--- config.mk ---
export PLATFORM = sky130hd
export DESIGN_NAME = lu_result_capture
export DESIGN_NICKNAME = d
export VERILOG_FILES = /design/src/rtl/lu_num_pkg.sv /design/src/rtl/lu_sched_pkg.sv /design/src/rtl/lu_result_capture.sv
export SDC_FILE = /design/constraint.sdc
export NUM_CORES = 1
export LEC_CHECK = 0
export BUFFER_PORTS_ARGS = -buffer_cell sky130_fd_sc_hd__buf_2
export CAP_MARGIN = 15
export CORE_ASPECT_RATIO = 0.9
export CORE_MARGIN = 10
export CORE_UTILIZATION = 46
export CTS_BUF_LIST = sky130_fd_sc_hd__clkbuf_8 sky130_fd_sc_hd__clkbuf_16
export DETAILED_ROUTE_END_ITERATION = 8
export PLACE_DENSITY = 0.8
export SLEW_MARGIN = 20
export SYNTH_ARGS = -nofsm -noshare
export SYNTH_HDL_FRONTEND = slang
export SYNTH_SLANG_ARGS = --single-unit
--- constraint.sdc ---
create_clock -name clk -period 1.9 [get_ports clk]
set_input_delay 0.38 -clock clk [delete_from_list [all_inputs] [get_ports clk]]
set_output_delay 0.38 -clock clk [all_outputs]
set_load 0.1 [all_outputs]
--- src/rtl/lu_num_pkg.sv ---
`default_nettype none

package lu_num_pkg;

    // ########################################
    // Q16.16 data word
    // ########################################

    typedef logic signed [31:0] fix_t;

    localparam int FRAC_BITS = 16;

    localparam fix_t FIX_ONE  = 32'sh0001_0000;
    localparam fix_t FIX_ZERO = 32'sh0000_0000;

    // ########################################
    // arithmetic helpers
    // ########################################

    // full product, arithmetic shift rounds toward -inf
    function automatic fix_t fix_mul(fix_t a, fix_t b);
        logic signed [63:0] wide_a;
        logic signed [63:0] wide_b;
        logic signed [63:0] prod;
        logic signed [63:0] shifted;
        wide_a  = a;
        wide_b  = b;
        prod    = wide_a * wide_b;
        shifted = prod >>> FRAC_BITS;
        return shifted[31:0];
    endfunction

    // pre-scaled dividend, quotient truncates toward zero
    function automatic fix_t fix_div(fix_t num, fix_t den);
        logic signed [63:0] wide_num;
        logic signed [63:0] wide_den;
        logic signed [63:0] quot;
        wide_num = num;
        wide_num = wide_num <<< FRAC_BITS;
        wide_den = den;
        quot     = wide_num / wide_den;
        return quot[31:0];
    endfunction

endpackage

`default_nettype wire

--- src/rtl/lu_sched_pkg.sv ---
`default_nettype none

package lu_sched_pkg;

    // ########################################
    // array schedule
    // ########################################

    typedef logic [5:0] step_t;

    // marker for a row that gets no matrix element this step
    localparam int FEED_NONE = -1;

    // column of mat_in loaded into a row's feed register at step s
    function automatic int feed_col(step_t s, int row, int matsize);
        int col;
        col = int'(s) - row;
        if (col >= 0 && col < matsize) begin
            return col;
        end
        return FEED_NONE;
    endfunction

    // U row k leaves the bottom of column k one entry per step
    function automatic step_t u_capture_step(int matsize, int k, int m);
        return step_t'(matsize + 1 + k + m);
    endfunction

    // last entry is in place once the count gets here
    function automatic step_t done_step(int matsize);
        return step_t'(3 * matsize);
    endfunction

endpackage

`default_nettype wire

--- src/rtl/lu_result_capture.sv ---
`timescale 1ns/10ps
`default_nettype none

module lu_result_capture
    import lu_num_pkg::*, lu_sched_pkg::*;
#(
    parameter int MATSIZE = 3
) (
    input  wire logic clk,
    input  wire logic rst,
    input  wire logic vld,
    input  wire logic en,
    input  step_t     step,
    input  fix_t      col_bottom [MATSIZE],
    output fix_t      u_upper [MATSIZE][MATSIZE],
    output logic      done
);

    localparam step_t DONE_AT = done_step(MATSIZE);

    // ########################################
    // U capture
    // ########################################

    // column k carries U row k past the bottom cell in order
    always_ff @(posedge clk) begin
        if (rst || !vld) begin
            for (int k = 0; k < MATSIZE; k++) begin
                for (int m = 0; m < MATSIZE; m++) begin
                    u_upper[k][m] <= FIX_ZERO;
                end
            end
        end else if (en) begin
            for (int k = 0; k < MATSIZE; k++) begin
                for (int m = 0; m < MATSIZE; m++) begin
                    if (m < k) begin
                        u_upper[k][m] <= FIX_ZERO;
                    end else if (step == u_capture_step(MATSIZE, k, m)) begin
                        u_upper[k][m] <= col_bottom[k];
                    end
                end
            end
        end
    end

    // ########################################
    // done
    // ########################################

    // set on the edge that moves the count onto DONE_AT
    always_ff @(posedge clk) begin
        if (rst || !vld) begin
            done <= 1'b0;
        end else if (en && step >= DONE_AT - 1) begin
            done <= 1'b1;
        end
    end

endmodule

`default_nettype wire

==> impl_metrics.toml <==
[worst_setup_path]
crit_start = "u_upper[192]"
r2r_end = "u_upper[120]"
cp_max_fo = 2
crit_buf_inv = 1
worst_setup_path_end_kind = "primary output"
reg2reg_from = "u_upper[120]"
r2r_setup_slack_ns = 1.22
worstSetupStartpointType = "flop"
worstRegToRegCells = 2
worstPathRequired_ns = 1.52
cp_slowest_stage_delay_ns = 0.49
crit_family = "buffers and inverters"
path_class = "reg -> out"
critPathArrivalTime_ns = 1.27
cp_cell_sequence = "buf_2"
crit_slowest_cell = "buf_2"

[global_route]
grt_util_all_layers_pct = 18.59
overflow = 0
grt_pass1_vias = 6225
grt_max_degree = 107
antenna_found_initial = 0
grt_first_pass_wirelength_um = 33870

[route]
viasPerCell = 4.717
avgRoutedWirePerCell_um = 17.06
dr.pass1.iters = 5
vias = 6462
wirelength_um = 23370
drtIter0Drc = 347
antenna_left = 0
drc_errors = 0

[clock_tree]
hold_buffers = 0
clock-sinks = 193
post_cts_resized = 0
clk_latency_ns = 0.41
ctsRootBufferMaster = "clkbuf_16"
cts_tree = "built"
path_clk_slew_ns = 0.07
htree_levels = 4
cts_setup_buffers = 0
cts-buffers-inserted = 17
clockBufferDepth = 2

[synth]
synth_common_cells = "nand2_1 (224), dfxtp_1 (193), mux2i_1 (128)"
synthTopCellsByArea = "dfxtp_1 (49%), mux2i_1 (16%), nand2_1 (11%), buf_4 (9.6%), o211ai_1 (6.0%)"
ys_seq_area_share_pct = 48.55
synth_edf_count = 0
synthFlopType = "dfxtp_1"
syn_area_per_cell_um2 = 9.340
mappedNetlistArea_um2 = 7958
synthArstFlopShare_pct = 0
synth_seq_cells = 193
yosys_warnings = 0
yosys.area.top_type = "dfxtp_1"
syn_inst = 852
synth_most_common_cell = "nand2_1"
synth_top_area_share_pct = 48.55
ys_types = 25

[sta]
max_slew_margin_pct = 60.16
min_period_ns = 1.655
fmax_ghz = 0.6043
drv_slew = 0
timing.hold.ws_ns = 0.2043
tightest_slew_ns = 0.6018
finalSetupViolations = 0
post-route-period-util_pct = 87.10
grt_setup_unrepaired = "false"
skew_ns = 0
fin_ws_ns = 0.2452
finalHoldViolations = 0

[worst_hold_path]
whs_path_depth = 3
holdPathEnd = "u_upper[8]"
hold_path.class = "in -> reg"
worstHoldStart = "col_bottom[8]"

[floorplanning]
initial_core_util_pct = 46.95
coreArea_um2 = 16950
fp.dieW_um = 158.6
ios = 395
rows = 45
die_area_um2 = 22970
die_h_um = 144.8

[power]
p_leak_nw = 4.892
power_density_nw_per_um2 = 875.5
ir_drop_v = 0.0007518

[run]
drv_cap = 0

[placement]
preCtsSetupSlack_ns = -0.006155
port_buffers = 298
dp_hpwl_um = 17590
finalWeightedCongestion = 0.7962

[outcome]
status = "finished clean"

[cells_and_area]
drive_gt1_share_pct = 31.54
multi_input_area_um2 = 3403
num_antenna_cells = 0
syn2layout_area_growth_pct = 24.53
seq_area_um2 = 3864
n_fill_cell = 1509
fin_nets = 1228
-- routing by layer --
metal | wire length, µm | part of all wire (%) | up-vias | GRT usage (%)
li1 | - | - | 3208 | -
met1 | 8693 | 37 | 2993 | 20.27
met2 | 12020 | 51 | 246 | 32.98
met3 | 2368 | 10 | 15 | 7.554
met4 | 286 | 1.2 | 0 | 4.335
met5 | 0 | 0 | - | 0
-- cells in the final DEF (no fill, tap or decap) --
| cell | synthesis | layout |
|---|---|---|
| a21oi_1 | 1 | 1 |
| and2_1 | 1 | 1 |
| and3_2 | 0 | 1 |
| and4b_2 | 0 | 1 |
| buf_12 | 0 | 12 |
| buf_2 | 13 | 298 |
| buf_4 | 102 | 9 |
| clkbuf_16 | 0 | 17 |
| clkinv_2 | 0 | 3 |
| clkinv_4 | 0 | 2 |
| clkinvlp_4 | 0 | 3 |
| conb_1 | 1 | 96 |
| dfxtp_1 | 193 | 193 |
| inv_6 | 0 | 4 |
| inv_8 | 0 | 3 |
| mux2i_1 | 128 | 128 |
| nand2_1 | 224 | 224 |
| nand3_2 | 0 | 1 |
| nand4_1 | 1 | 1 |
| nand4b_1 | 2 | 2 |
| nor2_1 | 1 | 1 |
| nor2b_1 | 2 | 1 |
| nor2b_4 | 0 | 1 |
| nor3_2 | 1 | 1 |
| nor4b_1 | 1 | 1 |
| o211ai_1 | 64 | 64 |
| o21ai_0 | 4 | 4 |
| o21ai_1 | 60 | 60 |
| or2_2 | 0 | 1 |
| or3_2 | 0 | 1 |
-- sequential cells by signal, indices dropped and copies added, names as in the netlist --
signal / flops
done: 1
u_upper: 192
-- where the power goes --
part           internal (W)  switching [W]
clock network       0.00172        0.00165
logic              0.000150        0.00111
registers           0.00405     0.00000341
-- cells by family after synthesis --
group	after synthesis	synth area share, %
AO/OA/AOI/OAI	129	10.13
AND/OR/NAND/NOR	238	11.81
other	1	0.04712
buffers and inverters	163	13.36
flip-flops	193	48.55
multiplexers	128	16.10
-- tightest hold or removal path, stage by stage --
cell and delay (ns):
buf_2 0.09, nand2_1 0.04, mux2i_1 0.05
-- metrics by stage --
stage               setup TNS (ns)  utilization (%)  std cells  power [W]  cell area [µm²]
floorplan                        0                -        947   0.005355             8314
global placement                 0            55.23       1338   0.005389             9360
detailed placement       -0.006155            55.23       1338   0.005391             9360
CTS                              0            58.47       1370   0.008745             9910
global route                     0            58.47       1370   0.008984             9910
finish                           0            58.47       1370   0.008676             9910
-- worst max path at each step --
stage                         to  cells past startpoint
finish              u_upper[192]                      1
floorplan           u_upper[140]                      5
global placement    u_upper[223]                      5
CTS                 u_upper[192]                      1
detailed placement  u_upper[223]                      5
global route        u_upper[192]                      1
-- final cells by class --
class | count | area share [%]
Sequential cell | 193 | 38.99
Multi-Input combinational cell | 591 | 34.34
Timing Repair Buffer | 319 | 18.16
Clock buffer | 17 | 4.293
Tap cell | 235 | 2.967
Clock inverter | 15 | 1.250
Power figures use the tool's default switching activity.
