<file path="config.mk">
export PLATFORM = sky130hd
export DESIGN_NAME = lu_feed_skew
export DESIGN_NICKNAME = d
export VERILOG_FILES = /design/src/rtl/lu_num_pkg.sv /design/src/rtl/lu_sched_pkg.sv /design/src/rtl/lu_feed_skew.sv
export SDC_FILE = /design/constraint.sdc
export NUM_CORES = 1
export LEC_CHECK = 0
export BUFFER_PORTS_ARGS = -buffer_cell sky130_fd_sc_hd__buf_2
export CAP_MARGIN = 5
export CORE_AREA = 2 2 151 153
export DETAILED_ROUTE_END_ITERATION = 12
export DIE_AREA = 0 0 153 155
export GPL_TIMING_DRIVEN = 0
export PLACE_DENSITY = 0.61
export SLEW_MARGIN = 10
export SYNTH_ARGS = -nofsm -noshare
export SYNTH_HDL_FRONTEND = slang
export SYNTH_SLANG_ARGS = --single-unit
export TNS_END_PERCENT = 5
</file>
<file path="constraint.sdc">
create_clock -name clk -period 2.9 [get_ports clk]
set_input_delay 0.87 -clock clk [delete_from_list [all_inputs] [get_ports clk]]
set_output_delay 0.87 -clock clk [all_outputs]
set_load 0.02 [all_outputs]
</file>
<file path="src/rtl/lu_num_pkg.sv">
`default_nettype none

package lu_num_pkg;

    // ########################################
    // Q16.16 data word
    // ########################################

    typedef logic signed [31:0] fix_t;

    localparam int FRAC_BITS = 16;

    localparam fix_t FIX_ONE  = 32'sh0001_0000;
    localparam fix_t FIX_ZERO = 32'sh0000_0000;

    // ########################################
    // arithmetic helpers
    // ########################################

    // full product, arithmetic shift rounds toward -inf
    function automatic fix_t fix_mul(fix_t a, fix_t b);
        logic signed [63:0] wide_a;
        logic signed [63:0] wide_b;
        logic signed [63:0] prod;
        logic signed [63:0] shifted;
        wide_a  = a;
        wide_b  = b;
        prod    = wide_a * wide_b;
        shifted = prod >>> FRAC_BITS;
        return shifted[31:0];
    endfunction

    // pre-scaled dividend, quotient truncates toward zero
    function automatic fix_t fix_div(fix_t num, fix_t den);
        logic signed [63:0] wide_num;
        logic signed [63:0] wide_den;
        logic signed [63:0] quot;
        wide_num = num;
        wide_num = wide_num <<< FRAC_BITS;
        wide_den = den;
        quot     = wide_num / wide_den;
        return quot[31:0];
    endfunction

endpackage

`default_nettype wire

</file>
<file path="src/rtl/lu_sched_pkg.sv">
`default_nettype none

package lu_sched_pkg;

    // ########################################
    // array schedule
    // ########################################

    typedef logic [5:0] step_t;

    // marker for a row that gets no matrix element this step
    localparam int FEED_NONE = -1;

    // column of mat_in loaded into a row's feed register at step s
    function automatic int feed_col(step_t s, int row, int matsize);
        int col;
        col = int'(s) - row;
        if (col >= 0 && col < matsize) begin
            return col;
        end
        return FEED_NONE;
    endfunction

    // U row k leaves the bottom of column k one entry per step
    function automatic step_t u_capture_step(int matsize, int k, int m);
        return step_t'(matsize + 1 + k + m);
    endfunction

    // last entry is in place once the count gets here
    function automatic step_t done_step(int matsize);
        return step_t'(3 * matsize);
    endfunction

endpackage

`default_nettype wire

</file>
<file path="src/rtl/lu_feed_skew.sv">
`timescale 1ns/10ps
`default_nettype none

module lu_feed_skew
    import lu_num_pkg::*, lu_sched_pkg::*;
#(
    parameter int MATSIZE = 3
) (
    input  wire logic clk,
    input  wire logic rst,
    input  wire logic vld,
    input  wire logic en,
    input  fix_t      mat_in [MATSIZE][MATSIZE],
    output fix_t      row_word [MATSIZE],
    output step_t     step
);

    localparam step_t LAST_STEP = done_step(MATSIZE);

    // ########################################
    // step counter
    // ########################################

    // saturates so the schedule stays parked after done
    always_ff @(posedge clk) begin
        if (rst || !vld) begin
            step <= '0;
        end else if (en && step != LAST_STEP) begin
            step <= step + 1'b1;
        end
    end

    // ########################################
    // skewed row feed
    // ########################################

    for (genvar r = 0; r < MATSIZE; r++) begin : g_row
        fix_t word_d;
        int   col_sel;

        // row r runs r steps behind row 0
        always_comb begin
            col_sel = feed_col(step, r, MATSIZE);
            word_d  = FIX_ZERO;
            for (int c = 0; c < MATSIZE; c++) begin
                if (col_sel == c) begin
                    word_d = mat_in[r][c];
                end
            end
        end

        always_ff @(posedge clk) begin
            if (rst || !vld) begin
                row_word[r] <= FIX_ZERO;
            end else if (en) begin
                row_word[r] <= word_d;
            end
        end
    end

endmodule

`default_nettype wire

</file>
==> flow_metrics.env <==
export IMPL_cts_buffers=9
export IMPL_routedWlPerCell_microns=17.13
export IMPL_routabilityCongestion=0.8319
export IMPL_die_area_sq_um=23720
export IMPL_die_y_microns=155
export IMPL_cts_tree="built"
export IMPL_met1Wirelength_microns=9755
export IMPL_met2_length_microns=11560
export IMPL_slew_violations=0
export IMPL_wl_met3_microns=1695
export IMPL_synth_commonest_cells="104 x nor2_1, 102 x dfxtp_1, 97 x mux2i_1, 64 x a32oi_1, 44 x clkbuf_1"
export IMPL_period_needed_ns=2.702
export IMPL_grt_pass1_vias=6574
export IMPL_final_cells=1373
export IMPL_avgSynthCellArea_sq_um=9.350
export IMPL_yosys_most_used_dff="dfxtp_1"
export IMPL_fillerInstances=2308
export IMPL_cts_reportedPaths_clkPinSlew_ns=0.08
export IMPL_numPortBuffers=392
export IMPL_start_kind="register"
export IMPL_pin_count=394
export IMPL_cts_sinks=102
export IMPL_grt_ovfl_total=0
export IMPL_seq_area_sq_um=2043
export IMPL_worst_pin_slew_ns=0.8086
export IMPL_syn_nets=980
export IMPL_syn_inst=681
export IMPL_postCtsSetupRepairBufs=0
export IMPL_fin_skew_ns=0.006324
export IMPL_nets=1382
export IMPL_synthArstFlopShare_pct=0
export IMPL_first_pass_iters=5
export IMPL_root_buffer="clkbuf_16"
export IMPL_path_class="register to register"
export IMPL_die_w_microns=153
export IMPL_cap_violations=0
export IMPL_endpoint_kind="register"
export IMPL_grt_util_all_layers_pct=18.67
export IMPL_yosys_warnings=0
export IMPL_clk_latency_ns=0.35
export IMPL_worstHoldPathType="register to register"
export IMPL_fmax_mhz=370.1
export IMPL_rows=55
export IMPL_synth_edff_count=0
export IMPL_seq_area_frac_synth_pct=32.07
export IMPL_post_dp_hpwl_microns=18630
export IMPL_yosysMostFrequentCell="nor2_1"
export IMPL_drtIter0Drc=326
export IMPL_drc=0
export IMPL_ant_nets=0
export IMPL_h_tree_depth=3
export IMPL_vias_per_cell=5.044
export IMPL_hold_viol_final=0
export IMPL_synth_area_leaders="dfxtp_1 32%, mux2i_1 15%, a32oi_1 8.8%, a2bb2oi_2 7.1%, nor2_1 6.1%"
export IMPL_via_count=6926
export IMPL_cts_max_path_buffers=2
export IMPL_placedCellCount=1358
export IMPL_synth_top_area_share_pct=32.07
export IMPL_synth_distinct_cells=40
export IMPL_wl_microns=23510
export IMPL_fin_area_sq_um=9042
export IMPL_fin_setup_tns_ns=0
export IMPL_worstPathMaxFanout=14
export IMPL_n_antenna_cell=0
export IMPL_multiInputGateArea_sq_um=3856
export IMPL_arrival_ns=2.91
export IMPL_core_area_sq_um=22230
export IMPL_grt_max_degree=19
export IMPL_power_density_nw_per_um2=377.4
export IMPL_dpl_cell_area_sq_um=8686
export IMPL_worstPathRequired_ns=3.11
export IMPL_top_layer="met4"
export IMPL_finalSetupViolations=0
export IMPL_rsz0062_at_grt="false"
export IMPL_areaGrowthSynthToFinish_pct=42.01
export IMPL_leakage_nw=4.037
export IMPL_syn_area_sq_um=6367
export IMPL_antenna_found_initial=0
export IMPL_start_util_pct=28.65
export IMPL_grt_pass1_wl_microns=35370
export IMPL_drive_gt1_share_pct=47.43
export IMPL_relSlewSlack_pct=46.09
export IMPL_ir_drop_mv=0.3054
export IMPL_yosys_area_top_type="dfxtp_1"
export IMPL_post_route_period_util_pct=93.18
export IMPL_status="completed"
export IMPL_ys_ff_latch=102
[metal layers]
metal	global-route usage (%)	vias to the layer above
met4	6.173	0
met1	22.98	3225
met5	0	-
met3	4.262	32
li1	-	3368
met2	32.33	301
[cell usage in the layout, fill, tap and decap left out, drive strengths merged, types with 2 or more instances in the layout]
cell	synthesis	final
nand2	35	35
o221ai	32	32
a211oi	34	34
a2bb2oi	32	32
nor2	104	104
xor2	4	4
ha	7	7
or3	2	2
a32oi	64	64
xnor2	3	3
nand2b	2	2
mux2i	97	97
buf	33	424
nor4	2	2
clkinv	2	3
inv	34	38
o2bb2ai	32	32
clkbuf	44	53
dfxtp	102	102
o21ai	2	2
[where the power goes]
part | internal [mW] | switching (mW) | leakage (nW) | total [mW]
clock network | 0.685 | 0.600 | 0.149 | 1.28
logic | 0.332 | 0.363 | 3.06 | 0.695
registers | 1.42 | 0.0114 | 0.826 | 1.43
[final timing paths]
check / start / endpoint / slack [ns] / depth (start not counted)
max: step[1] / row_word[17] / 0.20 / 8
min: row_word[0] / row_word[0] / 0.44 / 2
max reg2reg: step[1] / row_word[17] / 0.20 / 8
min reg2reg: row_word[0] / row_word[0] / 0.44 / 2
[state kept, by name, summed over array words and instances (netlist names)]
signal and cells:
step 6, row_word 96
[worst max-delay path: stages (launching register included)]
cell and delay [ns]:
dfxtp_2 0.42, clkinv_2 0.19, clkbuf_4 0.27, ha_1 0.27, or2_2 0.31, a211oi_4 0.38
o21a_1 0.30, buf_2 0.28, a32oi_1 0.14
[metrics by stage]
step | hold slack (ns) | setup WS [ns] | util, % | power (mW)
after detailed placement | 0.4342 | -0.7001 | 39.08 | 2.159
final | 0.4443 | 0.1977 | 40.68 | 3.412
after floorplan | 0.5226 | 0.1342 | - | 1.837
after CTS | 0.4449 | 0.06413 | 40.66 | 3.456
after global placement | 0.4303 | -0.6175 | 39.08 | 2.155
after global routing | 0.4669 | 0.01503 | 40.68 | 3.575
[cell type report]
| class | instances | area share (%) |
|---|---|---|
| sequential | 102 | 22.60 |
| inverter | 36 | 1.522 |
| buffer | 76 | 4.220 |
| multi-input combinational | 466 | 42.65 |
| timing repair buffer | 392 | 21.70 |
| tap | 285 | 3.944 |
| clock buffer | 9 | 2.491 |
| clock inverter | 7 | 0.8856 |
[logic make-up (layout without fill, tap and decap cells)]
group / count (synthesis) / count (layout) / synth area share [%]
AO/OA/AOI/OAI: 204 / 204 / 32.66
adder cells (fa/ha/maj): 7 / 7 / 1.375
AND/OR/NAND/NOR: 151 / 151 / 9.767
XOR/XNOR: 7 / 7 / 0.9629
buffers and inverters: 113 / 520 / 7.919
flip-flops: 102 / 102 / 32.07
multiplexers: 97 / 97 / 15.25
[timing repair]
item / in CTS / in global routing
endpoints found under the setup margin: 65 / 60
resized for setup: 16 / 2
gates cloned: 0 / 0
endpoints found under the hold margin: 0 / 0
hold buffers: 0 / 0
(Power assumes the default switching activity.)
